$ cat src/cpu_pkg.sv
package cpu_pkg;

  // datapath and address width
  localparam int WORD_W = 16;

  // PC value after reset
  localparam logic [WORD_W-1:0] START_PC = 16'h0000;
  // exception handler entry
  localparam logic [WORD_W-1:0] EXC_VECTOR = 16'h0002;

  // cycles from grant to done, two or more
  localparam int MEM_LAT = 2;
  // countdown width inside the memory
  localparam int LAT_W = $clog2(MEM_LAT + 1);

  // memory depth in 16-bit words
  localparam int MEM_WORDS = 256;
  // word index width, byte address bits [MEM_AW:1]
  localparam int MEM_AW = $clog2(MEM_WORDS);

  // return-from-interrupt opcode, instruction bits [15:11]
  localparam logic [4:0] OP_RTI = 5'b00011;

  // unwritten word at byte address a reads as a ^ MEM_SEED
  localparam logic [WORD_W-1:0] MEM_SEED = 16'hA5A5;

  // next-PC source from the execute stage
  typedef enum logic [1:0] {
    PC_HOLD   = 2'b00,
    PC_SEQ    = 2'b01,
    PC_BRANCH = 2'b10,
    PC_EXC    = 2'b11
  } pc_src_t;

  // request level, held until done
  typedef struct packed {
    logic              rd;
    logic              wr;
    logic [WORD_W-1:0] addr;
    logic [WORD_W-1:0] wdata;
  } mem_req_t;

  // response, done is a single-cycle pulse
  typedef struct packed {
    logic              done;
    logic              err;
    logic [WORD_W-1:0] rdata;
  } mem_rsp_t;

endpackage
$ cat src/data_port.sv
module data_port (
  input  logic                       clk,
  input  logic                       arst_n,
  input  logic                       ld,
  input  logic                       st,
  input  logic [cpu_pkg::WORD_W-1:0] addr,
  input  logic [cpu_pkg::WORD_W-1:0] wdata,
  output cpu_pkg::mem_req_t          dp_req,
  input  cpu_pkg::mem_rsp_t          dp_rsp,
  output logic [cpu_pkg::WORD_W-1:0] rdata,
  output logic                       dp_done,
  output logic                       dp_err
);
  import cpu_pkg::*;

  // pending access, one at a time
  logic              pend_rd;
  logic              pend_wr;
  logic [WORD_W-1:0] pend_addr;
  logic [WORD_W-1:0] pend_wdata;
  logic              pending;
  logic              accept;

  assign pending = pend_rd | pend_wr;

  // new pulses only count while nothing is outstanding
  assign accept = ~pending & (ld | st);

  // request flags and completion strobes
  always_ff @(posedge clk or negedge arst_n) begin
    if (!arst_n) begin
      pend_rd <= 1'b0;
      pend_wr <= 1'b0;
      dp_done <= 1'b0;
      dp_err  <= 1'b0;
    end else begin
      // arbiter only forwards done while this port holds the grant
      dp_done <= dp_rsp.done;
      dp_err  <= dp_rsp.done & dp_rsp.err;
      if (accept) begin
        // load wins if both strobes arrive together
        pend_rd <= ld;
        pend_wr <= st & ~ld;
      end else if (dp_rsp.done) begin
        pend_rd <= 1'b0;
        pend_wr <= 1'b0;
      end
    end
  end

  // address, store data and load result
  always_ff @(posedge clk) begin
    if (accept) begin
      pend_addr  <= addr;
      pend_wdata <= wdata;
    end
    if (dp_rsp.done && pend_rd) begin
      rdata <= dp_rsp.rdata;
    end
  end

  // held as a level until the done pulse
  assign dp_req = '{rd: pend_rd, wr: pend_wr, addr: pend_addr, wdata: pend_wdata};

endmodule

$ cat config.mk
export PLATFORM = sky130hd
export DESIGN_NAME = data_port
export DESIGN_NICKNAME = d
export VERILOG_FILES = /design/src/cpu_pkg.sv /design/src/data_port.sv
export SDC_FILE = /design/constraint.sdc
export NUM_CORES = 1
export LEC_CHECK = 0
export BUFFER_PORTS_ARGS = -buffer_cell sky130_fd_sc_hd__buf_2
export CAP_MARGIN = 20
export CORE_ASPECT_RATIO = 1.75
export CORE_MARGIN = 3
export CORE_UTILIZATION = 37
export DETAILED_ROUTE_END_ITERATION = 10
export GPL_TIMING_DRIVEN = 0
export HOLD_SLACK_MARGIN = 0.05
export MAX_ROUTING_LAYER = met4
export PLACE_DENSITY = 0.75
export SETUP_SLACK_MARGIN = 0.15
export SYNTH_ARGS = -nofsm -noshare
export SYNTH_HDL_FRONTEND = slang
export SYNTH_SLANG_ARGS = --single-unit
$ cat constraint.sdc
create_clock -name clk -period 3 [get_ports clk]
set_input_delay 0.6 -clock clk [delete_from_list [all_inputs] [get_ports clk]]
set_output_delay 0.6 -clock clk [all_outputs]
set_load 0.03 [all_outputs]
# Yosys cells after proc, flatten, opt, wreduce, memory -nomap -nowiden
# Cells that the tools add are included.
[totals] output_inout_bits=52 input_bits=54 regBits=52 wordCells=19
[op_classes] mux=3 bitwise_logic=7 n_reduce_logical=2
[op_table] op="bitwise AND 1 bit" count=3
[op_table] op="two-way mux 1 bit" count=3
[op_table] op="NOT 1 bit" count=2
[op_table] op="bitwise OR 1 bit" count=2
[op_table] op="nonzero test 2 bit" count=1
[op_table] op="logical AND 1 bit" count=1

# Logic depth before layout (Yosys ltp)
[depth] depth_word=4 ltp_mapped=2 ltp_nobuf=2

# Least setup slack after synthesis
# No wires, ideal clock.
[synth_path] path_type="input port to flip-flop" start="input st" end="register pend_addr[0] (enable)" t_required_ns=2.539 t_arrival_ns=2.832 cell_stages=2 path_slack_ns=-0.293 cell_sequence="nor2_1 > nor3_1"
[synth_between] elab_chain_cells=2
[synth_lines] item="start, declared" line_no="data_port.sv:5" rtl="input logic st,"
[synth_lines] item="bitwise OR 1 bit" line_no="data_port.sv:27" rtl="assign accept = ~pending & (ld | st);"
[synth_lines] item="bitwise AND 1 bit" line_no="data_port.sv:27"
[synth_lines] item="via accept" line_no="data_port.sv:22" rtl="logic accept;"
[synth_lines] item="end signal, assigned" line_no="data_port.sv:54" rtl="pend_addr <= addr;"
[synth_lines] item="end, declared" line_no="data_port.sv:19" rtl="logic [WORD_W-1:0] pend_addr;"
# The timed path passes the listed nets, and every way through them passes these cells.
# A chain may end at the register's enable or synchronous reset.

# Final worst setup path
[layout_path] start="register pend_rd" end="register pend_wdata[11] (enable)"
[layout_between] elab_chain_cells=3
[layout_lines] item="start, declared" line_no="data_port.sv:17" rtl="logic pend_rd;"
[layout_lines] item="start signal, assigned" line_no="data_port.sv:42" rtl="pend_rd <= ld;"
[layout_lines] item="bitwise OR 1 bit" line_no="data_port.sv:24" rtl="assign pending = pend_rd | pend_wr;"
[layout_lines] item="NOT 1 bit" line_no="data_port.sv:27"
[layout_lines] item="bitwise AND 1 bit" line_no="data_port.sv:27"
[layout_lines] item="via accept" line_no="data_port.sv:22"
[layout_lines] item="end signal, assigned" line_no="data_port.sv:55" rtl="pend_wdata <= wdata;"
[layout_lines] item="end, declared" line_no="data_port.sv:20" rtl="logic [WORD_W-1:0] pend_wdata;"
# The timed path passes the listed nets, and every way through them passes these cells.

==> insert_results.sql <==
INSERT INTO impl_metrics (metric_group, metric, value, unit) VALUES
('global_routing', 'grtUsageMet3', '5.525', '%'),
('cts', 'path_clk_slew', '90', 'ps'),
('critical_path', 'critPathLaunchType', 'register', ''),
('flow_run', 'maxCapViolCount', '0', ''),
('synthesis', 'synth_nets', '117', ''),
('global_routing', 'overflow_left_after_global_routing', '0', ''),
('cts', 'postCtsSetupBuffers', '0', ''),
('timing', 'final_max_slew_viol_count', '0', ''),
('floorplan', 'die_width', '55.93', 'µm'),
('drt', 'drt-initial-drc-count', '9', ''),
('cts', 'cts_tree', 'yes', ''),
('hold_path', 'worstHoldPathType', 'in -> async', ''),
('layout', 'mostFrequentLayoutCell', 'buf_2', ''),
('layout', 'area_delta_synth_final', '44.19', '%'),
('synthesis', 'synth_top_cells_by_area', 'edfxtp_1, dfrtp_1, buf_4', ''),
('cts', 'cts_resized', '0', ''),
('layout', 'finalNonFillerCells', '226', ''),
('critical_path', 'worstPathArrival', '1730', 'ps'),
('synthesis', 'synth_largest_area_cell', 'edfxtp_1', ''),
('synthesis', 'synth_top_cell_area_share', '89.30', '%'),
('cts', 'number_of_buffers_added_to_fix_hold_violations_after_cts', '0', ''),
('global_routing', 'grt_first_pass_wirelength', '4678', 'µm'),
('layout', 'layout-drive-gt1-share', '66.10', '%'),
('synthesis', 'synth_sequential_area_ratio', '95.50', '%'),
('placement', 'placed_cells_incl_taps', '218', ''),
('critical_path', 'endpoint_kind', 'register', ''),
('timing', 'rsz0062_at_grt', 'no', ''),
('cts', 'numCtsBuffers', '5', ''),
('placement', 'placement.io_buffers', '105', ''),
('layout', 'seq_area', '1541', 'µm²'),
('layout', 'n_antenna_cell', '0', ''),
('timing', 'final_min_period_over_clock_period', '57.49', '%'),
('global_routing', 'groute.layer.met2.usage', '19.17', '%'),
('placement', 'placed_area', '2240', 'µm²'),
('synthesis', 'synth_fa_ha_area_share', '0', '%'),
('drt', 'routed_wl', '2941', 'µm'),
('critical_path', 'crit_path_top_delay_cell', 'nor3_4', ''),
('drt', 'drc_errors', '0', ''),
('layout', 'multiInputGateArea', '65.06', 'µm²'),
('power_and_ir_drop', 'worst_voltage_drop_across_the_vdd_grid', '0.0003948', 'V'),
('placement', 'placement.setup.worst_slack', '1016', 'ps'),
('floorplan', 'die_y', '93.37', 'µm'),
('critical_path', 'path_buf_inv', '1', ''),
('status', 'run_status', 'finished clean', ''),
('layout', 'nFillCells', '352', ''),
('layout', 'layout.cell_area.non_filler', '2327', 'µm²'),
('floorplan', 'top_level_ports', '106', ''),
('timing', 'worst_slew_margin_rel', '43.47', '%'),
('timing', 'fin_tns_setup', '0', 'ps'),
('critical_path', 'timing.critical_path.max_delay_family', 'simple AND/OR/NAND/NOR gates', ''),
('floorplan', 'row_count', '31', ''),
('critical_path', 'reg2reg_slack', '1280', 'ps'),
('timing', 'tightestPinTransition', '845.2', 'ps'),
('critical_path', 'crit_path_cell_trace', 'nor3_4 > buf_16', ''),
('global_routing', 'grt_max_degree', '18', ''),
('timing', 'min_period', '1725', 'ps'),
('drt', 'post_drt_wl_per_cell', '13.01', 'µm'),
('cts', 'clk_latency', '290', 'ps'),
('cts', 'cts.sinks', '52', ''),
('synthesis', 'postSynthRegisterBits', '52', ''),
('drt', 'dr.pass1.iters', '4', ''),
('critical_path', 'crit_required', '3010', 'ps'),
('cts', 'cts.htree.levels', '2', ''),
('synthesis', 'synth.yosys.warnings', '0', ''),
('timing', 'hold_violations', '0', ''),
('synthesis', 'main_combinational_cell_family_by_area_after_synthesis', 'simple AND/OR/NAND/NOR gates', ''),
('global_routing', 'global_route_usage_over_all_layers', '12.42', '%'),
('layout', 'most_used_cells_in_the_layout_excluding_fill_and_tap_cells', 'buf_2, edfxtp_1, clkbuf_8', ''),
('synthesis', 'post_synth_mux_area_share', '0.6202', '%'),
('synthesis', 'synthesis.instances', '63', ''),
('floorplan', 'area_of_the_die', '5222', 'µm²');
cell usage after synthesis (all sizes together):
| library cell | number |
|---|---|
| and2 | 2 |
| buf | 2 |
| dfrtp | 4 |
| edfxtp | 48 |
| inv | 1 |
| mux2i | 1 |
| nand2b | 1 |
| nor2 | 1 |
| nor3 | 1 |
| o21ai | 1 |
| or4b | 1 |
where the power goes:
group	internal, µW	switching, µW	leakage, µW
Clock	161	205	0.0000378
Combinational	92.0	207	0.000464
Sequential	881	20.6	0.000504
cell type report:
cell class,instances,share of cell area [%]
inverters,1,0.1613
flip-flops and latches,52,66.24
plain buffers,2,0.6452
clock inverters,3,0.8065
clock buffers,5,2.957
well taps,49,2.634
repair buffers,106,23.76
multi-input cells,8,2.796
metal layers:
metal | up-vias | wire length [µm]
li1 | 465 | -
met1 | 444 | 1024
met2 | 78 | 1505
met3 | 4 | 381
met4 | 0 | 30
met5 | - | 0
stage by stage:
stage,total power [µW],hold slack (ps)
2_1_floorplan,1101,304.4
3_3_place_gp,1200,406.1
3_5_place_dp,1224,405.2
4_1_cts,1596,70.43
5_1_grt,1646,64.00
6_report,1566,86.39
worst paths after layout:
kind / startpoint / to / depth (start not counted)
max: pend_rd$_DFFE_PN0P_ / pend_wdata[11]$_DFFE_PP_ / 2
min: arst_n / pend_wr$_DFFE_PN0P_ / 1
min reg2reg: pend_rd$_DFFE_PN0P_ / pend_rd$_DFFE_PN0P_ / 1
max in group asynchronous: arst_n / dp_err$_DFF_PN0_ / 1
max reg2reg: pend_rd$_DFFE_PN0P_ / pend_wdata[11]$_DFFE_PP_ / 2
min in group clk: dp_rsp[17] / dp_done$_DFF_PN0_ / 1
registers in the layout, summed over array words and instances, names as in the netlist:
name / cells
pend_addr: 16
pend_wdata: 16
rdata: 16
dp_done: 1
dp_err: 1
pend_rd: 1
pend_wr: 1
cell families after synthesis:
group / Yosys count
flip-flops: 52
buffers and inverters: 3
AND/OR/NAND/NOR: 6
AO/OA/AOI/OAI: 1
multiplexers: 1
Note: power is estimated with default switching activity, not from simulation.
