--- src/cpu_pkg.sv ---
package cpu_pkg;

  // datapath and address width
  localparam int WORD_W = 16;

  // PC value after reset
  localparam logic [WORD_W-1:0] START_PC = 16'h0000;
  // exception handler entry
  localparam logic [WORD_W-1:0] EXC_VECTOR = 16'h0002;

  // cycles from grant to done, two or more
  localparam int MEM_LAT = 2;
  // countdown width inside the memory
  localparam int LAT_W = $clog2(MEM_LAT + 1);

  // memory depth in 16-bit words
  localparam int MEM_WORDS = 256;
  // word index width, byte address bits [MEM_AW:1]
  localparam int MEM_AW = $clog2(MEM_WORDS);

  // return-from-interrupt opcode, instruction bits [15:11]
  localparam logic [4:0] OP_RTI = 5'b00011;

  // unwritten word at byte address a reads as a ^ MEM_SEED
  localparam logic [WORD_W-1:0] MEM_SEED = 16'hA5A5;

  // next-PC source from the execute stage
  typedef enum logic [1:0] {
    PC_HOLD   = 2'b00,
    PC_SEQ    = 2'b01,
    PC_BRANCH = 2'b10,
    PC_EXC    = 2'b11
  } pc_src_t;

  // request level, held until done
  typedef struct packed {
    logic              rd;
    logic              wr;
    logic [WORD_W-1:0] addr;
    logic [WORD_W-1:0] wdata;
  } mem_req_t;

  // response, done is a single-cycle pulse
  typedef struct packed {
    logic              done;
    logic              err;
    logic [WORD_W-1:0] rdata;
  } mem_rsp_t;

endpackage
--- src/mem_arbiter.sv ---
module mem_arbiter (
  input  logic              clk,
  input  logic              arst_n,
  input  cpu_pkg::mem_req_t if_req,
  output cpu_pkg::mem_rsp_t if_rsp,
  input  cpu_pkg::mem_req_t dp_req,
  output cpu_pkg::mem_rsp_t dp_rsp,
  output cpu_pkg::mem_req_t mem_req,
  input  cpu_pkg::mem_rsp_t mem_rsp
);
  import cpu_pkg::*;

  // who owns the memory
  typedef enum logic [1:0] {
    OWN_IDLE  = 2'b00,
    OWN_FETCH = 2'b01,
    OWN_DATA  = 2'b10
  } owner_t;

  owner_t owner_q;
  owner_t sel;
  logic   if_wants;
  logic   dp_wants;

  assign if_wants = if_req.rd | if_req.wr;
  assign dp_wants = dp_req.rd | dp_req.wr;

  // grant in the same cycle when idle, data port first
  always_comb begin
    sel = owner_q;
    if (owner_q == OWN_IDLE) begin
      if (dp_wants) begin
        sel = OWN_DATA;
      end else if (if_wants) begin
        sel = OWN_FETCH;
      end
    end
  end

  // request mux towards memory
  always_comb begin
    unique case (sel)
      OWN_DATA: begin
        mem_req = dp_req;
      end
      OWN_FETCH: begin
        mem_req = if_req;
      end
      default: begin
        mem_req = '0;
      end
    endcase
  end

  // response goes back only to the current owner
  // done can only arrive while an owner is held
  assign if_rsp = (owner_q == OWN_FETCH) ? mem_rsp : '0;
  assign dp_rsp = (owner_q == OWN_DATA) ? mem_rsp : '0;

  // owner is kept through the done cycle, idle after it
  always_ff @(posedge clk or negedge arst_n) begin
    if (!arst_n) begin
      owner_q <= OWN_IDLE;
    end else if (owner_q == OWN_IDLE) begin
      owner_q <= sel;
    end else if (mem_rsp.done) begin
      owner_q <= OWN_IDLE;
    end
  end

endmodule

--- config.mk ---
export PLATFORM = sky130hd
export DESIGN_NAME = mem_arbiter
export DESIGN_NICKNAME = d
export VERILOG_FILES = /design/src/cpu_pkg.sv /design/src/mem_arbiter.sv
export SDC_FILE = /design/constraint.sdc
export NUM_CORES = 1
export LEC_CHECK = 0
export BUFFER_PORTS_ARGS = -buffer_cell sky130_fd_sc_hd__buf_2
export CAP_MARGIN = 20
export CORE_AREA = 2 2 61 63
export CTS_BUF_LIST = sky130_fd_sc_hd__clkbuf_16
export CTS_CLUSTER_DIAMETER = 200
export DETAILED_ROUTE_END_ITERATION = 10
export DIE_AREA = 0 0 63 65
export PLACE_DENSITY = 0.84
export SKIP_CTS_REPAIR_TIMING = 1
export SLEW_MARGIN = 20
export SYNTH_ARGS = -nofsm -noshare
export SYNTH_HDL_FRONTEND = slang
export SYNTH_SLANG_ARGS = --single-unit
export TNS_END_PERCENT = 30
--- constraint.sdc ---
create_clock -name clk -period 2.7 [get_ports clk]
set_input_delay 0.27 -clock clk [delete_from_list [all_inputs] [get_ports clk]]
set_output_delay 0.27 -clock clk [all_outputs]
set_load 0.005 [all_outputs]
; Yosys cells after proc, flatten, opt, wreduce, memory -nomap -nowiden
; Index checks and enable logic that the tools add are counted.
[classes]
eq_ne = 4
mux = 8
bitwise_logic = 2
reduce_logical = 2
[ops]
columns = op, count
row1 = case mux 34 bit (2 select lines), 1
row2 = 2-to-1 mux 18 bit, 2
row3 = 2-to-1 mux 2 bit, 5
row4 = "== test 2 x 1 -> 1 bit, second input constant", 2
row5 = "== test 2 bit, second input constant", 2
row6 = logical NOT 2 bit, 1
row7 = bitwise OR 1 bit, 2
row8 = nonzero test 2 bit, 1
[totals]
reg_bits = 2
input_bits = 88

; Logic depth before layout (Yosys ltp)
; Gate-level depths: netlist of the first run.
[depth]
depth_word = 6
depth_mapped = 7
depth_no_buf = 5

; Worst setup path after synthesis of the first run
; Ideal clock, no wire load.
[synth_path]
path_type = register to output
start = register owner_q[1]
end = output mem_req[0] in the netlist's numbering
t_arrival_ps = 1539
required_time_ps = 2430
setup_slack_ps = 891
stages_incl_launch_ff = 8
n_path_buf = 3
path_cell_list = dfrtp_1 buf_6 o41a_1 ha_1 buf_2 buf_2 a22oi_1 nor2_1
[synth_rtl]
columns = element, line
row1 = "start, declared", mem_arbiter.sv:20  ; owner_t owner_q;
row2 = "start signal, assigned", mem_arbiter.sv:65  ; owner_q <= sel;
row3 = "end, declared", mem_arbiter.sv:8  ; output cpu_pkg::mem_req_t mem_req,

==> run metrics, run 1 <==
status=finished, final reports clean; most area-consuming cells after synthesis=a22oi_1, and2_1, nor2_1; I/O Buffers=about 160; M2 GR Usage=around 28%; sw frac=between 30% and 40%; CTS root buffer=clkbuf_16; DR WL/cell=around 11 µm; max reg flops=2; Final setup viols=0; gp weighted congestion=approximately 0.84; switching power=between 0.2 and 0.3 mW; detailed-route wire length=roughly 3.7 mm; Clock power frac=30.3%; slew at the pin closest to its max-slew limit=just over 0.6 ns; vias in the first global route=between 1,000 and 1,500; fill cell count=roughly 350; CP Launch Type=flip-flop; post-layout min period=approximately 2.2 ns; Vias/cell=4.54; crit end category=output port; first-pass GRT wire length=approximately 5.6 mm; initial DRC count=72; clk sinks=2; CTS tree=built; grt met1 use=between 20 and 25%; worst ir drop on vdd=around 0.42 mV; initial core utilization=between 20% and 30%; Clock Tree Buf Depth=2; max-cap violations=0; Core Area=0.00350 mm²; Final Hold Fails=0; chip height=between 60 and 70 µm; setup_tns=0 ns; DR vias=between 1,500 and 2,000; leakage power=1.10 nW; Critical Path AT=just under 2 ns; ANT cells=0; period utilization=~82%; WS Path Type=flip-flop to output port; antenna-violating nets left=0; Synth cell types=19; post-layout util=around half; Final Net Count=376; Post-Syn Instances=around 140; H-tree Lvls=1; Synth Register Bits=2; synth warn=0; Biggest register=owner_q; syn nets=between 200 and 250; Top-Level Pins=roughly 160; Final WS setup=between 0.4 and 0.5 ns; Hold WC Path Type=input port to flip-flop; Rel. slew slack=between 50% and 60%; largest net degree at the start of global routing=35; grt total ovfl=0; GRT Util Overall=~16%; Largest regs=owner_q x2; Int Power=around 0.46 mW; Synth top area share=between 20% and 30%; overall power=between 0.7 and 0.8 mW; Avg Cell Area, Syn=6.41 µm²; Place WS=approximately 0.25 ns; Layout area overhead=101%; RSZ-0062 raised after global routing=no; initial antenna violation count=0; worst path required time=roughly 2.4 ns; CTS clock-pin slew for the worst setup and hold paths=0.03 ns; DRC=0; Final Max Slew Viols=0; combinational share of power=63.9%; PwrDens=around 420 mW/mm²; Die Wd=around 63 µm; DRT Pass-1 Iters=6; clk_skew=a little over 0.0008 ns; HPWL after detailed placement=between 2 and 3 mm; Seq/Total Area, Yosys=5.78%; standard-cell rows=22; gr busiest metal=met2; sequential power share=5.8%; share of cells above drive strength 1=59.2%; latest clock arrival within the worst-skew pair=roughly 0.22 ns; max frequency=approximately 450 MHz; DIE AREA=a little over 0.004 mm²; CP Max Fanout=20; post-synth top area cell=a22oi_1; Inserted Clock Buffers=3; met3 usage=around 2.8%; synthesized area=approximately 870 µm²
stage by stage:
| stage | cell area [µm²] | hold slack, ns | std cells |
|---|---|---|---|
| after CTS | 1730 | -0.169 | 331 |
| after floorplan | 866 | -0.0256 | 135 |
| after detailed placement | 1660 | 0.0605 | 328 |
| after global routing | 1740 | 0.309 | 332 |
| final | 1740 | 0.305 | 332 |
| after global placement | 1660 | 0.0559 | 328 |
Yosys cell counts (all sizes together):
master,count
or4,1
ha,2
o41ai,1
a22oi,34
and2,36
nor2,35
o41a,1
nor2b,2
buf,12
o22ai,1
clkbuf,3
dfrtp,2
and2b,1
o21bai,1
mux2i,1
nand2b,1
inv,1
cell type report:
type                    instances  area, µm²  area share [%]
multi-input cells             117        737            42.3
inverters                       1       3.75           0.215
repair buffers                161        818            46.9
well taps                      48       60.1            3.44
clock buffers                   3       75.1            4.30
flip-flops and latches          2       50.0            2.87
routing by layer:
layer,up-vias,share of wire (%),routed length [µm]
met5,-,0,0
met4,0,0,0
met3,0,5.4,201
met2,54,52,1920
met1,682,43,1600
li1,771,-,-
cell families after synthesis:
group / after synthesis / share of synthesized area [%]
AND/OR/NAND/NOR: 76 / 46.7
buffers and inverters: 16 / 9.39
AO/OA/AOI/OAI: 38 / 34.1
multiplexers: 1 / 1.16
adder cells (fa/ha/maj): 2 / 2.89
flip-flops: 2 / 5.78
critical path, stage by stage, from the launching register on:
cell,delay [ns]
dfrtp_1,0.47
o41ai_1,0.36
ha_1,0.27
buf_4,0.25
a22oi_1,0.12
nor2_1,0.13
buf_2,0.12
cell usage in the layout (no fill, tap or decap), drive strengths merged:
master | synthesis | routed
buf | 12 | 160
and2 | 36 | 36
nor2 | 35 | 35
a22oi | 34 | 34
clkbuf | 3 | 3
dfrtp | 2 | 2
nor2b | 2 | 2
ha | 2 | 2
inv | 1 | 1
o41a | 1 | 1
o41ai | 1 | 1
o21bai | 1 | 1
nand2b | 1 | 1
and2b | 1 | 1
mux2i | 1 | 1
or4 | 1 | 1
o22ai | 1 | 1
dlygate4sd3 | 0 | 1
worst paths after layout:
check | start | to | slack (ns) | cells past startpoint
worst max-delay path | owner_q[1] | mem_req[11] | 0.48 | 6
worst min register to register | owner_q[0] | owner_q[0] | 0.64 | 2
worst min-delay path | mem_rsp[17] | owner_q[1] | 0.30 | 2
max in group asynchronous | arst_n | owner_q[1] | 2.23 | 2
min in group asynchronous | arst_n | owner_q[0] | 0.37 | 2
worst max register to register | owner_q[0] | owner_q[0] | 1.56 | 2
power groups by stage:
stage          Sequential (mW)  Combinational [mW]  Clock [mW]
6_report                0.0425               0.468       0.222
4_1_cts                 0.0423               0.471       0.225
3_5_place_dp            0.0427               0.470           0
2_1_floorplan           0.0367               0.260           0
5_1_grt                 0.0432               0.523       0.229
3_3_place_gp            0.0424               0.464           0
Power figures use the tool's default switching activity.
==> inputs of run 2 (changes only) <==
--- a/config.mk
+++ b/config.mk
@@ -7,11 +7,11 @@
 export LEC_CHECK = 0
 export BUFFER_PORTS_ARGS = -buffer_cell sky130_fd_sc_hd__buf_2
 export CAP_MARGIN = 20
-export CORE_AREA = 2 2 61 63
+export CORE_MARGIN = 1
+export CORE_UTILIZATION = 24
 export CTS_BUF_LIST = sky130_fd_sc_hd__clkbuf_16
 export CTS_CLUSTER_DIAMETER = 200
 export DETAILED_ROUTE_END_ITERATION = 10
-export DIE_AREA = 0 0 63 65
 export PLACE_DENSITY = 0.84
 export SKIP_CTS_REPAIR_TIMING = 1
 export SLEW_MARGIN = 20
==> constraint.sdc (replaced) <==
create_clock -name clk -period 1.84 [get_ports clk]
set_input_delay 0.184 -clock clk [delete_from_list [all_inputs] [get_ports clk]]
set_output_delay 0.184 -clock clk [all_outputs]
set_load 0.005 [all_outputs]
==> run 2 against run 1 <==
The flow now finishes with violations (setup timing). First-iteration DRC count down 49%. Wire length is 8.7% higher. Sequential share of layout area fell by 0.16 points. Utilization grew 4.6 points. Count of clock-buffer cells in the layout unchanged. Power increased by 59%. Sequential power is 32% higher. Combinational power up 66%. Global-route usage is 1.5 points higher. Clock skew rose by 0.0027 ns. Design area rose by 6.0%.
==> run metrics, run 2 (same netlist as run 1, synthesis figures left out) <==
post-layout util=a little over half; Clock Tree Buf Depth=2; Core Area=about 0.0034 mm²; clk_skew=0.00349 ns; share of cells above drive strength 1=between 60% and 70%; Biggest register=owner_q; standard-cell rows=21; leakage power=1.15 nW; DIE AREA=between 0.003 and 0.004 mm²; setup_tns=-2.66 ns; latest clock arrival within the worst-skew pair=~0.22 ns; Rel. slew slack=between 80% and 90%; Inserted Clock Buffers=3; register area=50.0 µm²; post-layout min period=1.94 ns; Final Net Count=~380; detailed-route wire length=4.05 mm; most common cell after layout, fill and taps aside=buf_2; PwrDens=approximately 630 mW/mm²; Final Max Slew Viols=0; initial core utilization=between 20% and 30%; DRT Pass-1 Iters=4; Top-Level Pins=between 150 and 200; RSZ-0062 raised after global routing=yes; clk sinks=2; gp weighted congestion=between 0.7 and 0.8; I/O Buffers=around 160; fill cell count=344; gr busiest metal=met2; max-cap violations=0; DRC=0; Final setup viols=34; max frequency=just over 500 MHz; grt met1 use=24.3%; GRT Util Overall=between 10% and 20%; initial DRC count=37; crit end category=output port; status=complete, but fails checks; antenna-violating nets left=0; initial antenna violation count=0; chip height=about 62 µm; HPWL after detailed placement=between 3 and 4 mm; max reg flops=2; Hold WC Path Type=input port to flip-flop; CP Max Fanout=4; Final WS setup=-0.105 ns; worst ir drop on vdd=approximately 0.63 mV; R2R Setup Slk=0.68 ns; multi-input logic area=773 µm²; first-pass GRT wire length=about 5.1 mm; Vias/cell=between 4 and 5; M2 GR Usage=29.2%; worst path required time=around 1.7 ns; H-tree Lvls=1; Final Hold Fails=0; slew at the pin closest to its max-slew limit=a little under 0.3 ns; CTS root buffer=clkbuf_16; largest net degree at the start of global routing=28; Critical Path AT=1.76 ns; CTS clock-pin slew for the worst setup and hold paths=around 0.03 ns; ANT cells=0; CTS tree=built; DR vias=roughly 1,600; most frequent cells in the layout=buf_2, and2_1, nor2_1; Die Wd=between 60 and 70 µm; CP Launch Type=flip-flop; period utilization=106%; WS Path Type=flip-flop to output port; vias in the first global route=1,128; Layout area overhead=113%; grt total ovfl=0; violated checks=setup timing; met3 usage=1.45%; DR WL/cell=roughly 12 µm; Largest regs=owner_q x2
run 2: cell types whose count changed in the layout (fill, tap and decap cells not counted), moves of 2 or more:
cell	previous run	this run
a22oi_1	34	31
buf_6	0	2
buf_12	0	2
a22oi_2	0	3
run 2: final timing paths:
| path | startpoint | to | depth (start not counted) |
|---|---|---|---|
| setup / recovery | owner_q[1] | mem_req[33] | 6 |
| hold / removal | mem_rsp[17] | owner_q[0] | 2 |
| setup reg to reg | owner_q[1] | owner_q[0] | 3 |
| hold reg to reg | owner_q[0] | owner_q[0] | 2 |
| max in group asynchronous | arst_n | owner_q[0] | 2 |
| min in group asynchronous | arst_n | owner_q[1] | 2 |
run 2: final cells by class:
| class | instances | share of cell area (%) |
|---|---|---|
| inverter | 1 | 0.203 |
| sequential | 2 | 2.71 |
| multi-input combinational | 117 | 41.8 |
| clock buffer | 3 | 4.06 |
| timing repair buffer | 166 | 48.1 |
| tap | 46 | 3.11 |
run 2: per-stage QoR:
step	std cells	setup WS (ns)	total power [mW]	hold WS (ns)	instance area (µm²)
2_1_floorplan	135	0.117	0.436	-0.112	866
4_1_cts	333	-0.183	1.14	-0.265	1780
5_1_grt	335	-0.199	1.27	0.219	1850
3_3_place_gp	330	0.106	0.786	-0.0270	1710
3_5_place_dp	330	0.0653	0.796	-0.0294	1710
6_report	335	-0.105	1.16	0.200	1850
run 2: where the power goes:
| part | internal, mW | switching, mW |
|---|---|---|
| sequential | 0.0502 | 0.00581 |
| clock | 0.277 | 0.0542 |
| combinational | 0.407 | 0.370 |
run 2: routing by layer:
layer  share of wire [%]  vias up
met2                  50       65
met4                0.99        0
met1                  43      718
met5                   0        -
li1                    -      779
met3                 5.9        6
run 2: worst max-delay path, cell delays in order, from the launching register on:
cell,delay [ns]
dfrtp_1,0.39
o41a_1,0.43
ha_4,0.20
buf_4,0.14
a22oi_1,0.19
nor2_1,0.06
buf_2,0.13
==> inputs of run 3 (changes only) <==
==> constraint.sdc (replaced) <==
create_clock -name clk -period 1.84 [get_ports clk]
set_input_delay 0.184 -clock clk [delete_from_list [all_inputs] [get_ports clk]]
set_output_delay 0.184 -clock clk [all_outputs]
set_load 0.01 [all_outputs]
==> run 3 against run 2 <==
Count of clock-buffer cells in the layout stayed put. Worst hold slack better by 0.0039 ns. Largest power group unchanged. First-iteration DRC count is 38% higher. Flip-flop and latch count stayed put. Highest routed layer is now met3. Clock skew is 0.0023 ns lower. Die area stayed put. Sequential power is 1% higher. The run still ends with setup timing left. Critical path depth stayed put.
==> run metrics, run 3 (same netlist as run 1, synthesis figures left out) <==
status=complete, but fails checks; violated checks=setup timing; DRC=0; max reg flops=2; CP Launch Type=flip-flop; Final WS setup=-0.143 ns; HPWL after detailed placement=between 3 and 4 mm; multi-input logic area=~900 µm²; slew at the pin closest to its max-slew limit=around 0.33 ns; Final Net Count=between 300 and 400; most common cell after layout, fill and taps aside=buf_2; Final Hold Fails=0; vias in the first global route=roughly 1,100; post-layout util=~58%; post-layout min period=between 1.5 and 2 ns; I/O Buffers=about 160; initial core utilization=25.5%; worst ir drop on vdd=0.646 mV; CTS tree=built; period utilization=108%; clk_skew=0.00121 ns; ANT cells=0; crit path cell chain=o41a_1, ha_4, buf_12, a22oi_1, nor2_1, buf_2; DRT Pass-1 Iters=4; Die Wd=62.1 µm; Final setup viols=34; Hold WC Path Type=input port to flip-flop; CTS root buffer=clkbuf_16; DIE AREA=roughly 0.0039 mm²; fill cell count=around 330; largest net degree at the start of global routing=28; Vias/cell=~4.6; Final Max Slew Viols=0; switching power=between 0.5 and 0.6 mW; Crit-path slowest cell=o41a_1; combinational share of power=70.8%; Place WS=between 0.03 and 0.04 ns; Layout area overhead=128%; Crit path largest cell delay=around 0.45 ns; Clock power frac=between 20% and 30%; WS Path Type=flip-flop to output port; Critical Path AT=1.80 ns; H-tree Lvls=1; sw frac=just over 40%; Int Power=between 0.7 and 0.8 mW; max frequency=504 MHz; leakage power=between 1 and 1.5 nW; DR WL/cell=around 13 µm; max-cap violations=0; DR vias=approximately 1,500; Inserted Clock Buffers=3; sequential power share=under 10%; CTS clock-pin slew for the worst setup and hold paths=0.03 ns; worst path required time=between 1.5 and 2 ns; grt total ovfl=0; Top-Level Pins=roughly 160; Rel. slew slack=roughly 78%; crit end category=output port; Largest regs=owner_q x2; initial DRC count=51; Core Area=between 0.003 and 0.004 mm²; Fin Hold WS=0.204 ns; CP Max Fanout=24; chip height=~62 µm; register area=~50 µm²; share of cells above drive strength 1=between 70 and 80%; first-pass GRT wire length=roughly 5 mm; Cell Area, Placed=0.00171 mm²; clk sinks=2; gp weighted congestion=around 0.8; Design Area, Final=between 0.0015 and 0.002 mm²; RSZ-0062 raised after global routing=yes; Clock Tree Buf Depth=2; standard-cell rows=21; detailed-route wire length=between 4 and 5 mm; most frequent cells in the layout=buf_2, and2_1, nor2_1; PwrDens=approximately 660 mW/mm²; initial antenna violation count=0; GRT Util Overall=between 10% and 20%; Biggest register=owner_q; antenna-violating nets left=0; latest clock arrival within the worst-skew pair=between 0.2 and 0.25 ns
==> run 3: worst paths after layout <==
path	start	to	slack, ns	cells after the start
min in group asynchronous	arst_n	owner_q[1]	0.29	2
min	mem_rsp[17]	owner_q[0]	0.20	2
max reg2reg	owner_q[1]	owner_q[0]	0.66	3
max	owner_q[1]	mem_req[14]	-0.14	6
min reg2reg	owner_q[0]	owner_q[0]	0.62	2
max in group asynchronous	arst_n	owner_q[0]	1.45	2
==> run 3: final cells by class <==
type	count	area share, %
Multi-Input combinational cell	117	45.8
Inverter	1	0.190
Clock buffer	3	3.80
Sequential cell	2	2.53
Tap cell	46	2.92
Timing Repair Buffer	166	44.8
==> run 3: per-layer routing <==
| metal | share of wire, % | wire length, µm | up-vias | track usage (%) |
|---|---|---|---|---|
| li1 | - | - | 780 | - |
| met1 | 43 | 1780 | 701 | 24.3 |
| met2 | 53 | 2200 | 51 | 28.0 |
| met3 | 4.9 | 204 | 0 | 2.07 |
| met4 | 0 | 0 | 0 | 3.81 |
| met5 | 0 | 0 | - | 0 |
==> run 3: power groups by stage <==
stage / clock, mW / combinational, mW / sequential (mW)
floorplan: 0 / 0.464 / 0.0539
global placement: 0 / 0.816 / 0.0552
detailed placement: 0 / 0.827 / 0.0559
CTS: 0.328 / 0.831 / 0.0557
global route: 0.333 / 1.03 / 0.0583
finish: 0.324 / 0.922 / 0.0566
==> run 3: critical path, delay by kind of cell (launching register included) <==
family	cells	cell delay [ns]
buffers and inverters	2	0.30
adder cells (fa/ha/maj)	1	0.20
AND/OR/NAND/NOR	1	0.06
flip-flops	1	0.40
AO/OA/AOI/OAI	2	0.61
==> run 3: per-stage QoR <==
stage	total power, mW	std cells	setup TNS, ns
floorplan	0.518	135	0
global placement	0.871	330	0
detailed placement	0.883	330	0
CTS	1.21	333	-5.54
global route	1.42	335	-6.38
finish	1.30	335	-3.81
