## src/cpu_pkg.sv

```systemverilog
package cpu_pkg;

  // datapath and address width
  localparam int WORD_W = 16;

  // PC value after reset
  localparam logic [WORD_W-1:0] START_PC = 16'h0000;
  // exception handler entry
  localparam logic [WORD_W-1:0] EXC_VECTOR = 16'h0002;

  // cycles from grant to done, two or more
  localparam int MEM_LAT = 2;
  // countdown width inside the memory
  localparam int LAT_W = $clog2(MEM_LAT + 1);

  // memory depth in 16-bit words
  localparam int MEM_WORDS = 256;
  // word index width, byte address bits [MEM_AW:1]
  localparam int MEM_AW = $clog2(MEM_WORDS);

  // return-from-interrupt opcode, instruction bits [15:11]
  localparam logic [4:0] OP_RTI = 5'b00011;

  // unwritten word at byte address a reads as a ^ MEM_SEED
  localparam logic [WORD_W-1:0] MEM_SEED = 16'hA5A5;

  // next-PC source from the execute stage
  typedef enum logic [1:0] {
    PC_HOLD   = 2'b00,
    PC_SEQ    = 2'b01,
    PC_BRANCH = 2'b10,
    PC_EXC    = 2'b11
  } pc_src_t;

  // request level, held until done
  typedef struct packed {
    logic              rd;
    logic              wr;
    logic [WORD_W-1:0] addr;
    logic [WORD_W-1:0] wdata;
  } mem_req_t;

  // response, done is a single-cycle pulse
  typedef struct packed {
    logic              done;
    logic              err;
    logic [WORD_W-1:0] rdata;
  } mem_rsp_t;

endpackage
```

## src/fetch.sv

```systemverilog
module fetch (
  input  logic                       clk,
  input  logic                       arst_n,
  input  cpu_pkg::pc_src_t           pc_src,
  input  logic [cpu_pkg::WORD_W-1:0] branch_pc,
  input  logic                       excp,
  input  logic                       stall_decode,
  input  logic [cpu_pkg::WORD_W-1:0] ex_instruction,
  output cpu_pkg::mem_req_t          if_req,
  input  cpu_pkg::mem_rsp_t          if_rsp,
  output logic [cpu_pkg::WORD_W-1:0] instruction,
  output logic [cpu_pkg::WORD_W-1:0] pc_out,
  output logic                       instr_valid,
  output logic                       misalign
);
  import cpu_pkg::*;

  // current fetch address and saved exception return address
  logic [WORD_W-1:0] pc_q;
  logic [WORD_W-1:0] epc_q;
  logic [WORD_W-1:0] next_pc;
  // read request enable, low while in reset
  logic              fetch_en;
  logic [4:0]        opcode;
  logic              is_rti;
  logic              advance;
  logic              take_exc;

  // opcode of the instruction now in execute
  assign opcode = ex_instruction[WORD_W-1 -: 5];
  assign is_rti = (opcode == OP_RTI);

  // PC moves only on a completed read that decode can accept
  assign advance = if_rsp.done & ~stall_decode;

  // entering the handler, rti in execute wins over it
  assign take_exc = ~is_rti & (pc_src == PC_EXC) & excp;

  // next PC selection
  always_comb begin
    next_pc = pc_q;
    if (is_rti) begin
      // rti overrides whatever pc_src says
      next_pc = epc_q;
    end else begin
      unique case (pc_src)
        PC_HOLD: begin
          // halt, keep refetching the same word
          next_pc = pc_q;
        end
        PC_SEQ: begin
          // a misaligned read does not step past the bad address
          next_pc = if_rsp.err ? pc_q : pc_q + WORD_W'(2);
        end
        PC_BRANCH: begin
          next_pc = branch_pc;
        end
        PC_EXC: begin
          // vector on a new exception, else return through EPC
          next_pc = excp ? EXC_VECTOR : epc_q;
        end
      endcase
    end
  end

  // PC, EPC and the result strobes
  always_ff @(posedge clk or negedge arst_n) begin
    if (!arst_n) begin
      pc_q        <= START_PC;
      epc_q       <= START_PC;
      pc_out      <= START_PC;
      fetch_en    <= 1'b0;
      instr_valid <= 1'b0;
      misalign    <= 1'b0;
    end else begin
      fetch_en    <= 1'b1;
      // every good read is reported, refetches included
      instr_valid <= if_rsp.done & ~if_rsp.err;
      misalign    <= if_rsp.done & if_rsp.err;
      if (if_rsp.done && !if_rsp.err) begin
        // address the captured word came from
        pc_out <= pc_q;
      end
      if (advance) begin
        pc_q <= next_pc;
        if (take_exc) begin
          epc_q <= pc_q;
        end
      end
    end
  end

  // fetched word, captured with instr_valid
  always_ff @(posedge clk) begin
    if (if_rsp.done && !if_rsp.err) begin
      instruction <= if_rsp.rdata;
    end
  end

  // read-only requester, address stays put until done
  assign if_req = '{rd: fetch_en, wr: 1'b0, addr: pc_q, wdata: '0};

endmodule

```

## config.mk

```make
export PLATFORM = sky130hd
export DESIGN_NAME = fetch
export DESIGN_NICKNAME = d
export VERILOG_FILES = /design/src/cpu_pkg.sv /design/src/fetch.sv
export SDC_FILE = /design/constraint.sdc
export NUM_CORES = 1
export LEC_CHECK = 0
export BUFFER_PORTS_ARGS = -buffer_cell sky130_fd_sc_hd__buf_2
export CORE_MARGIN = 3
export CORE_UTILIZATION = 50
export DETAILED_ROUTE_END_ITERATION = 7
export MAX_ROUTING_LAYER = met4
export PLACE_DENSITY = 0.81
export RECOVER_POWER = 100
export SKIP_CTS_REPAIR_TIMING = 1
export SLEW_MARGIN = 20
export SYNTH_ARGS = -nofsm -noshare
export SYNTH_HDL_FRONTEND = slang
export SYNTH_SLANG_ARGS = --single-unit
```

## constraint.sdc

```tcl
create_clock -name clk -period 2.5 [get_ports clk]
set_input_delay 0.5 -clock clk [delete_from_list [all_inputs] [get_ports clk]]
set_output_delay 0.5 -clock clk [all_outputs]
set_load 0.02 [all_outputs]
```

[Word level (Yosys, flattened, before mapping)]
Index checks and enable logic that the tools add are counted.
W data, S select, Z words.
Storage, ports and cells
  flip-flop bits (word level): 67
  input port bits: 56
  output and inout bits: 68
  logic and storage cells: 31
Operators by class
  add/sub/neg operators: 1
  equality and inequality tests: 6
  muxes and demuxes: 4
  bitwise operators: 8
  reductions and logical operators: 5
Operators by type and width (count)
  $mux W16: 3
  $pmux W16 S3: 1
  $add A16 B2 Y16 const B: 1
  $and A1 B1 Y1: 5
  $eq A5 B2 Y1 const B: 1
  $eq A2 B2 Y1 const B: 2
  $ne A3 B3 Y1 const B: 1
  $not A1 Y1: 3
  $reduce_and A3 Y1: 1
  $eq A2 B1 Y1 const B: 1
  $logic_not A2 Y1: 1
  $ne A2 B2 Y1 const B: 1
  $reduce_and A2 Y1: 1
  $logic_and A1 B1 Y1: 1
  $logic_not A1 Y1: 1

[Logic depth before layout (Yosys ltp)]
Gate-level depths: netlist of the first run.
  depth in word-level cells: 5
  gate-level depth with buffers: 8
  gate-level depth less buffers: 6

[Worst setup path before layout of the first run]
OpenSTA, ideal clock, no wires.
  path type: input to register
  from: in if_rsp[17] in the netlist's numbering
  to: reg instruction[0] in the netlist's numbering, enable pin
  setup time: 0.329 ns
  arrival time: 1.571 ns
  required time: 2.171 ns
  setup slack: 0.600 ns
  stages on the path: 4
  path buffers: 2
  cells stage by stage: or2b_1 -> clkbuf_1 -> clkbuf_1 -> inv_1
Between the ends
  cells in the longest elaborated chain, start to end: 1
Ends and longest elaborated chain
  start: declaration: line fetch.sv:10  | input cpu_pkg::mem_rsp_t if_rsp,
  $logic_and A1 B1 Y1: line fetch.sv:95  | if (if_rsp.done && !if_rsp.err) begin
  end signal: assignment: line fetch.sv:96  | instruction <= if_rsp.rdata;
  end: declaration: line fetch.sv:11  | output logic [cpu_pkg::WORD_W-1:0] instruction,
No other way between the ends.
A chain may end at the register's enable or synchronous reset.

[Worst setup path after layout of the first run]
  from: in stall_decode
  to: reg epc_q[9]
Between the ends
  cells in the longest elaborated chain, start to end: 3
Ends and longest elaborated chain
  start: declaration: line fetch.sv:7  | input logic stall_decode,
  $not A1 Y1: line fetch.sv:34  | assign advance = if_rsp.done & ~stall_decode;
  $and A1 B1 Y1: line fetch.sv:34
  $reduce_and A2 Y1 (no line)
  end signal: assignment: line fetch.sv:87  | epc_q <= pc_q;
  end: declaration: line fetch.sv:20  | logic [WORD_W-1:0] epc_q;
No other way between the ends.

==> results of run 1 <==
==> flip-flops by register name, indices dropped and copies added, names as in the netlist <==
| name | flops |
|---|---|
| fetch_en | 1 |
| epc_q | 16 |
| pc_q | 16 |
| instr_valid | 1 |
| instruction | 16 |
| misalign | 1 |
| pc_out | 16 |
==> final timing paths <==
kind                                                  to  slack (ps)  cells past startpoint                    from
max in group asynchronous          pc_out[8]$_DFFE_PN0P_         750                      2                  arst_n
worst max-delay path                epc_q[9]$_DFFE_PN0P_         500                      6            stall_decode
worst min-delay path            instruction[2]$_DFFE_PP_         320                      1               if_rsp[2]
worst min register to register    pc_out[10]$_DFFE_PN0P_         500                      2  pc_out[10]$_DFFE_PN0P_
min in group asynchronous           pc_q[10]$_DFFE_PN0P_         400                      1                  arst_n
worst max register to register      pc_q[15]$_DFFE_PN0P_         540                      5     pc_q[1]$_DFFE_PN0P_
==> area by class of cell <==
type / count / area (µm²) / share of cell area (%)
Multi-Input combinational cell: 190 / 1250 / 33.0
Inverter: 4 / 15.0 / 0.395
Timing Repair Buffer: 105 / 463 / 12.2
Clock buffer: 11 / 141 / 3.72
Tap cell: 75 / 93.8 / 2.47
Sequential cell: 67 / 1760 / 46.2
Clock inverter: 5 / 76.3 / 2.01
==> cells by family after synthesis <==
family                     after synthesis
other                                    2
adders and majority gates                1
buffers and inverters                   34
muxes                                   30
and+or+nand+nor                         76
xor gates and xnor gates                 3
DFF                                     67
AOI/OAI and AO/OA                       62
==> per-stage QoR <==
stage / power [mW] / hold WS, ps / setup WS [ps] / std cells / utilization, %
finish: 3.32 / 325 / 497 / 457 / 62.7
global route: 3.49 / 307 / 274 / 457 / 62.7
CTS: 3.41 / 155 / 550 / 457 / 65.0
detailed placement: 2.42 / 483 / 276 / 441 / 61.4
global placement: 2.39 / 459 / 348 / 441 / 61.4
floorplan: 2.12 / 204 / 600 / 291 / -
==> cells in the mapped netlist (2+ instances only) <==
cell / n
dfrtp_1: 51
mux2_2: 22
nand2_1: 21
buf_4: 18
nand3_1: 18
edfxtp_1: 16
nor2_1: 14
o21ai_0: 11
a21oi_1: 10
mux2_4: 8
a22oi_1: 7
a31oi_1: 5
clkbuf_1: 5
a221o_1: 4
inv_1: 4
a22o_1: 3
buf_2: 3
nand4_1: 3
nor2b_1: 3
o21a_1: 3
xnor2_1: 3
a21o_1: 2
and3_1: 2
buf_6: 2
conb_1: 2
nor3_1: 2
nor4_1: 2
o211ai_1: 2
o41ai_1: 2
or2b_1: 2
or3_1: 2
==> power groups by stage <==
stage	Clock (mW)	Sequential, mW	Combinational (mW)
final	0.996	1.57	0.754
after global routing	1.07	1.60	0.817
after CTS	1.01	1.56	0.841
after detailed placement	0	1.58	0.838
after global placement	0	1.57	0.818
after floorplan	0	1.72	0.403
==> worst register-to-register path, stage by stage (launching register included) <==
cell and delay [ps]:
dfrtp_1 510, ha_1 260, nand2_1 120, nor4_1 500, nand3_1 170, o311ai_0 300
==> routing by layer <==
metal  up-vias  track usage, %  wire length [µm]
met3        20            6.75               764
met1      1230            26.8              3080
met2       127            33.4              3650
met5         -               -                 0
li1       1188               -                 -
met4         0            8.36               157
==> metrics.yaml, run 1 <==
synth_seq_area_share_pct: 54.5
max_cap_violations: 0
cts_buffer_depth: 2
slew_viol_final: 0
yosys_warnings: 0
antenna_found_initial: 0
io_pins: 124
viasPerCell: 5.61
grt_pass1_vias: 2439
power.share.switching_pct: 32.9
crit_buf_inv: 2
coreArea_um2: 6060
fin_crit_sh_pct: 80.1
final_cell_mix: "59 x clkbuf_1, 51 x dfrtp_1, 41 x buf_2"
yosys.area_share.simple_pct: 11.8
slowest_stage: "mux2_1"
comb_power_share_pct: 22.7
max_slew.worst_pin.slew_ps: 1260
rsz0062_at_grt: "false"
grt_pass1_wl_um: 12000
htreeDepth: 3
diodes: 0
dr.pass1.iters: 5
synth_top_family_by_area: "compound AO/OA/AOI/OAI gates"
hp-class: "primary input to flip-flop"
drt_iter0_markers: 172
clk-insertion-delay-late_ps: 350
globalplace.congestion: 0.890
worstPathMaxFanout: 17
core.rowCount: 28
vias: 2565
ys_ff_latch: 67
clk_pin_slew_worst_paths_ps: 70
worstSetupPathType: "primary input to flip-flop"
seq_power_share_pct: 47.2
place_area_um2: 3720
fin_area_um2: 3800
status: "finished clean"
numPortBuffers: 95
cts_sinks: 67
hold_violations: 0
nNetsFinal: 434
layout_min_cycle_time_ps: 2000
synthArstFlopShare_pct: 76.1
grt_overflow: 0
fin_skew_ps: 9.57
synth_top_cell_by_area: "dfrtp_1"
synth_area_um2: 3220
powerDensity_nw_per_um2: 873
die_area_um2: 7440
syn_to_final_growth_pct: 18.0
post_drt_wl_per_cell_um: 16.7
drc: 0
p_switching_mw: 1.09
dieWidth_um: 86.3
synth-compound-area-share_pct: 13.6
synth_top_cell_area_share_pct: 39.6
cpPeakStageDelay_ps: 410
clock.fmax_mhz: 499
power.internal_mw: 2.23
final_common_cell: "clkbuf_1"
nFillCells: 536
synth_area_per_cell_um2: 11.7
dp_hpwl_um: 5630
grt_max_degree: 30
synthFlopType: "dfrtp_1"
arrival_ps: 2230
cts_tree: "yes"
ys_types: 54
cp.required_ps: 2720
cp-start-kind: "primary input"
vdd_drop_max_uv: 493
drtAntennaViolNets: 0
synthTopCellsByArea: "dfrtp_1 40%, edfxtp_1 15%, mux2_2 7.7%"
synthMuxAreaShare_pct: 11.4
synth-edff-count: 16
cts_buffers: 9
syn-instance-count: 275
synth_xor_area_share_pct: 0.816
setup_viol: 0
endpoint_kind: "flip-flop"
synth-adder-area-share_pct: 0.389
crit_path_cell_trace: "buf_2 -> and2b_1 -> nand2_1 -> or3_1 -> clkbuf_2 -> mux2_1"
wl_um: 7650
cp_top_family: "simple AND/OR/NAND/NOR gates"
pwr-share-clk_pct: 30.0
drive_gt1_share_pct: 22.3
tns_ps: 0
cts_root_buf: "clkbuf_8"
slew_headroom_pct: 16.1
die_h_um: 86.3
p_leak_nw: 1.63
start_util_pct: 53.1
grtUsageTotal_pct: 21.6
No activity file was read; power rests on OpenSTA's default activity.
==> run 2, diff against run 1 <==
Settings changed: ABC_AREA from default to 1.
Clock period 2.5 ns to 2.1 ns, I/O delays scaled along.
==> run 2 against run 1 <==
Global-route usage is 0.66 points higher; final cell count up 26%; utilization decreased by 1.3 points; sequential cell count unchanged; combinational power increased by 19%; first-iteration DRC count up 2.9%; critical path depth increased by 3; sequential power rose by 13%; die area up 5.5%; synthesized cell count grew 44%; setup slack worse by 160 ps; area after synthesis up 5.9%; critical endpoint is now pc_q[14]$_DFFE_PN0P_; largest power group unchanged.
==> metrics.yaml, run 2 <==
max_slew.worst_pin.slew_ps: 1250
dp_hpwl_um: 6020
yosys-top-cells-count: "122 x nand2_1, 51 x dfrtp_1, 40 x inv_1"
cts_root_buf: "clkbuf_8"
drtAntennaViolNets: 0
dr.pass1.iters: 4
drt_iter0_markers: 177
vias: 2931
synth_area_um2: 3410
fin_crit_sh_pct: 84.0
seq_area_um2: 1760
ys_types: 35
synth_top_cell_by_area: "dfrtp_1"
cts_buffers: 9
worstPathMaxFanout: 23
p_leak_nw: 1.93
htreeDepth: 3
cts_sinks: 67
powerDensity_nw_per_um2: 960
synth_area_per_cell_um2: 8.63
final_cell_mix: "124 x nand2_1, 61 x clkbuf_1, 51 x dfrtp_1"
yosys_warnings: 0
viasPerCell: 5.09
post_drt_wl_per_cell_um: 14.0
globalplace.congestion: 0.852
dp_cells: 560
synth_seq_area_share_pct: 51.5
pre_cts_slack_ps: 375
worstSetupPathType: "primary input to flip-flop"
synth_top_cell_area_share_pct: 37.4
cp.required_ps: 2330
die_area_um2: 7850
synth_most_common_cell: "nand2_1"
synthArstFlopShare_pct: 76.1
clk-insertion-delay-late_ps: 340
status: "finished clean"
fin_total_pwr_mw: 3.83
synthFlopType: "dfrtp_1"
io_pins: 124
whs_ps: 253
clk_pin_slew_worst_paths_ps: 70
place_area_um2: 3900
numPortBuffers: 95
grt_pass1_wl_um: 12900
coreArea_um2: 6490
dieWidth_um: 88.6
arrival_ps: 1990
synth-edff-count: 16
nNetsFinal: 551
diodes: 0
die_h_um: 88.6
clock.fmax_mhz: 567
syn-instance-count: 395
cts_tree: "yes"
hp-class: "primary input to flip-flop"
hold_violations: 0
grt_overflow: 0
drive_gt1_share_pct: 14.6
grt_pass1_vias: 2772
multi_input_area_um2: 1300
max_cap_violations: 0
antenna_found_initial: 0
synthTopCellsByArea: "dfrtp_1 37%, edfxtp_1 14%, nand2_1 13%"
vdd_drop_max_uv: 577
drc: 0
fin_skew_ps: 5.00
slew_headroom_pct: 17.0
cts_buffer_depth: 2
fin_area_um2: 3990
core.rowCount: 29
wl_um: 8050
grt_max_degree: 32
cp-start-kind: "primary input"
fin_ws_ps: 337
postLayoutCoreUtil_pct: 61.4
endpoint_kind: "flip-flop"
layout_min_cycle_time_ps: 1760
slew_viol_final: 0
syn_to_final_growth_pct: 17.0
grtUsageTotal_pct: 22.3
start_util_pct: 52.5
ys_ff_latch: 67
nFillCells: 603
final_cells: 576
rsz0062_at_grt: "false"
final_common_cell: "nand2_1"
tns_ps: 0
setup_viol: 0
==> run 2: cell count changes in the layout (fill, tap and decap cells not counted), moves of 4 or more <==
cell | before | now
o21ai_0 | 11 | 40
buf_4 | 4 | 0
inv_1 | 4 | 41
a22oi_1 | 7 | 1
nand2_1 | 22 | 124
nor2_1 | 14 | 22
a221o_1 | 4 | 0
mux2_1 | 8 | 0
o21ai_1 | 0 | 4
a21oi_1 | 10 | 4
nand3_1 | 18 | 35
mux2_2 | 22 | 0
a31oi_1 | 5 | 0
==> run 2: cell type report <==
cell class / instances / share of cell area [%]
inverters: 43 / 4.08
flip-flops and latches: 67 / 44.1
multi-input cells: 273 / 32.6
well taps: 77 / 2.42
repair buffers: 100 / 11.5
clock inverters: 2 / 1.51
clock buffers: 14 / 3.83
==> run 2: power by group <==
part	internal, mW	total, mW	leakage, nW	switching [mW]
Combinational	0.270	0.894	1.02	0.624
Clock	0.704	1.16	0.105	0.455
Sequential	1.57	1.77	0.801	0.204
Total	2.54	3.83	1.93	1.28
==> run 2: cell families after synthesis <==
| logic type | synth area share, % |
|---|---|
| simple gates | 27.5 |
| buf+inv | 10.7 |
| flops | 51.5 |
| compound gates | 9.39 |
| other cells | 0.220 |
| xor+xnor | 0.257 |
| fa+ha+maj | 0.367 |
==> run 2: routing by layer <==
layer | wire, µm | vias to the layer above | GRT usage [%]
li1 | - | 1431 | -
met1 | 3350 | 1364 | 27.0
met2 | 3940 | 123 | 37.1
met3 | 615 | 13 | 3.91
met4 | 147 | 0 | 8.52
met5 | 0 | - | -
==> run 2: worst paths after layout <==
kind                       slack [ps]                  start                  endpoint  cells past startpoint
min in group asynchronous         330                 arst_n    pc_out[14]$_DFFE_PN0P_                      1
max reg2reg                       400    pc_q[1]$_DFFE_PN0P_      pc_q[13]$_DFFE_PN0P_                      8
max in group asynchronous        1010                 arst_n     instr_valid$_DFF_PN0_                      2
min                               250              if_rsp[1]  instruction[1]$_DFFE_PP_                      1
min reg2reg                       480  pc_out[2]$_DFFE_PN0P_     pc_out[2]$_DFFE_PN0P_                      2
max                               340     ex_instruction[14]      pc_q[14]$_DFFE_PN0P_                      9
==> run 2: worst max-delay path, stage by stage <==
cell and delay [ps]:
buf_2 100, nor2_2 130, nand3_4 220, nand2_1 310, nand2_8 120, nand2_2 370, nand3_1 130, nor2_1 130
nor2_1 50
==> run 3, diff against run 2 <==
Settings changed: ABC_AREA 1 to 0, CORE_UTILIZATION 50 to 44, PLACE_DENSITY 0.81 to 0.76.
Clock period 2.1 ns to 1.5 ns, I/O delays scaled along.
==> run 3 against run 2 <==
The flow now finishes with violations (setup timing); final cell count is 8.2% lower; via count is 3.2% lower; sequential share of layout area is 4.4 points lower; clock power is 25% higher; critical endpoint unchanged; largest power group unchanged; highest routed layer unchanged.
==> metrics.yaml, run 3 (same netlist as run 1, synthesis figures left out) <==
fin_area_um2: 4450
post_drt_wl_per_cell_um: 17.0
place_area_um2: 4160
nFillCells: 580
fin_ws_ps: -0.633
grt_max_degree: 52
grtUsageTotal_pct: 21.4
drive_gt1_share_pct: 42.7
rsz0062_at_grt: "true"
slew_headroom_pct: 52.1
htreeDepth: 3
die_h_um: 91.6
max_cap_violations: 0
vias: 2836
wl_um: 8980
p_leak_nw: 1.98
max_slew.worst_pin.slew_ps: 719
dieWidth_um: 91.6
core.rowCount: 30
setup_viol: 1
hp-class: "primary input to flip-flop"
cts_root_buf: "clkbuf_8"
powerDensity_nw_per_um2: 1320
drt_iter0_markers: 240
coreArea_um2: 6940
final_cell_mix: "48 x clkbuf_1, 48 x buf_4, 46 x buf_2"
violations: "setup timing"
drc: 0
seq_area_um2: 1760
hold_start: "if_rsp[5]"
cts_buffer_depth: 2
worstPathMaxFanout: 6
worstSetupPathType: "flip-flop to flip-flop"
cp-start-kind: "flip-flop"
globalplace.congestion: 0.930
viasPerCell: 5.36
numPortBuffers: 95
grt_pass1_wl_um: 13600
grt_overflow: 0
arrival_ps: 1720
r2r_end: "pc_q[14]$_DFFE_PN0P_"
endpoint_kind: "flip-flop"
multi_input_area_um2: 1470
dr.pass1.iters: 5
start_util_pct: 46.4
holdPathStages: 1
cp.required_ps: 1720
dp_hpwl_um: 6250
syn_to_final_growth_pct: 38.1
drtAntennaViolNets: 0
nNetsFinal: 485
reg2reg_from: "pc_q[4]$_DFFE_PN0P_"
diodes: 0
vdd_drop_max_uv: 550
antenna_found_initial: 0
layout_min_cycle_time_ps: 1500
cts_tree: "yes"
pre_cts_slack_ps: -375
hold_end: "instruction[5]$_DFFE_PP_"
grt_pass1_vias: 2706
io_pins: 124
fin_total_pwr_mw: 5.87
rrSetupSlack_ps: -0.6
die_area_um2: 8380
cts_sinks: 67
clk_pin_slew_worst_paths_ps: 70
fin_crit_sh_pct: 100
status: "finished, violations left"
cts_buffers: 9
clk-insertion-delay-late_ps: 340
fin_skew_ps: 4.74
clock.fmax_mhz: 666
hold_violations: 0
rr_worst_depth: 6
slew_viol_final: 0
-- run 3: changes by cell type in the layout (fill, tap and decap cells not counted), moves of 11 or more --
| cell | before | now |
|---|---|---|
| nand2_1 | 124 | 19 |
| o21ai_0 | 40 | 7 |
| nor2_1 | 22 | 11 |
| mux2_2 | 0 | 22 |
| inv_1 | 41 | 3 |
| nand3_1 | 35 | 13 |
| buf_4 | 0 | 48 |
| clkbuf_1 | 61 | 48 |
-- run 3: where the power goes --
| group | switching [mW] | leakage [nW] | internal (mW) | total, mW |
|---|---|---|---|---|
| clock | 0.686 | 0.0893 | 0.763 | 1.45 |
| combinational | 1.05 | 1.11 | 0.807 | 1.86 |
| sequential | 0.301 | 0.784 | 2.27 | 2.57 |
-- run 3: worst max-delay path by stage --
| stage | from | end | slack, ps | depth (start not counted) |
|---|---|---|---|---|
| 2_1_floorplan | stall_decode | epc_q[11]$_DFFE_PN0P_ | -160 | 7 |
| 3_3_place_gp | if_rsp[17] | pc_q[11]$_DFFE_PN0P_ | -280 | 7 |
| 3_5_place_dp | ex_instruction[14] | pc_q[4]$_DFFE_PN0P_ | -370 | 7 |
| 4_1_cts | pc_q[2]$_DFFE_PN0P_ | pc_q[10]$_DFFE_PN0P_ | -130 | 4 |
| 5_1_grt | pc_q[1]$_DFFE_PN0P_ | pc_q[7]$_DFFE_PN0P_ | -50 | 6 |
| 6_report | pc_q[4]$_DFFE_PN0P_ | pc_q[14]$_DFFE_PN0P_ | -0.6 | 6 |
-- run 3: layout make-up --
cell class                      instances  share of cell area (%)
Tap cell                               96                    2.70
Timing Repair Buffer                  156                    20.1
Sequential cell                        67                    39.7
Clock inverter                          5                    1.24
Clock buffer                           11                    2.95
Multi-Input combinational cell        190                    33.0
Inverter                                4                   0.366
-- run 3: stage by stage --
stage | cells | util (%) | hold WS, ps | TNS [ps]
2_1_floorplan | 291 | - | 4.41 | -1530
3_3_place_gp | 508 | 59.9 | 310 | -7190
3_5_place_dp | 508 | 59.9 | 315 | -8130
4_1_cts | 524 | 62.6 | -57.1 | -438
5_1_grt | 529 | 64.0 | 110 | -720
6_report | 529 | 64.0 | 130 | -0.633
-- run 3: worst max-delay path, cell delays in order (launching register included) --
cell and delay (ps):
dfrtp_2 390, nand3_4 110, buf_6 160, nor2_4 150, nand3_2 100, a21o_1 160, a221o_1 290
-- run 3: per-layer routing --
layer  GRT usage [%]  share of wire [%]  vias up
li1                -                  -     1296
met1            26.6                 40     1340
met2            34.3                 49      180
met3            5.39                9.1       20
met4            7.04                2.2        0
met5               -                  0        -
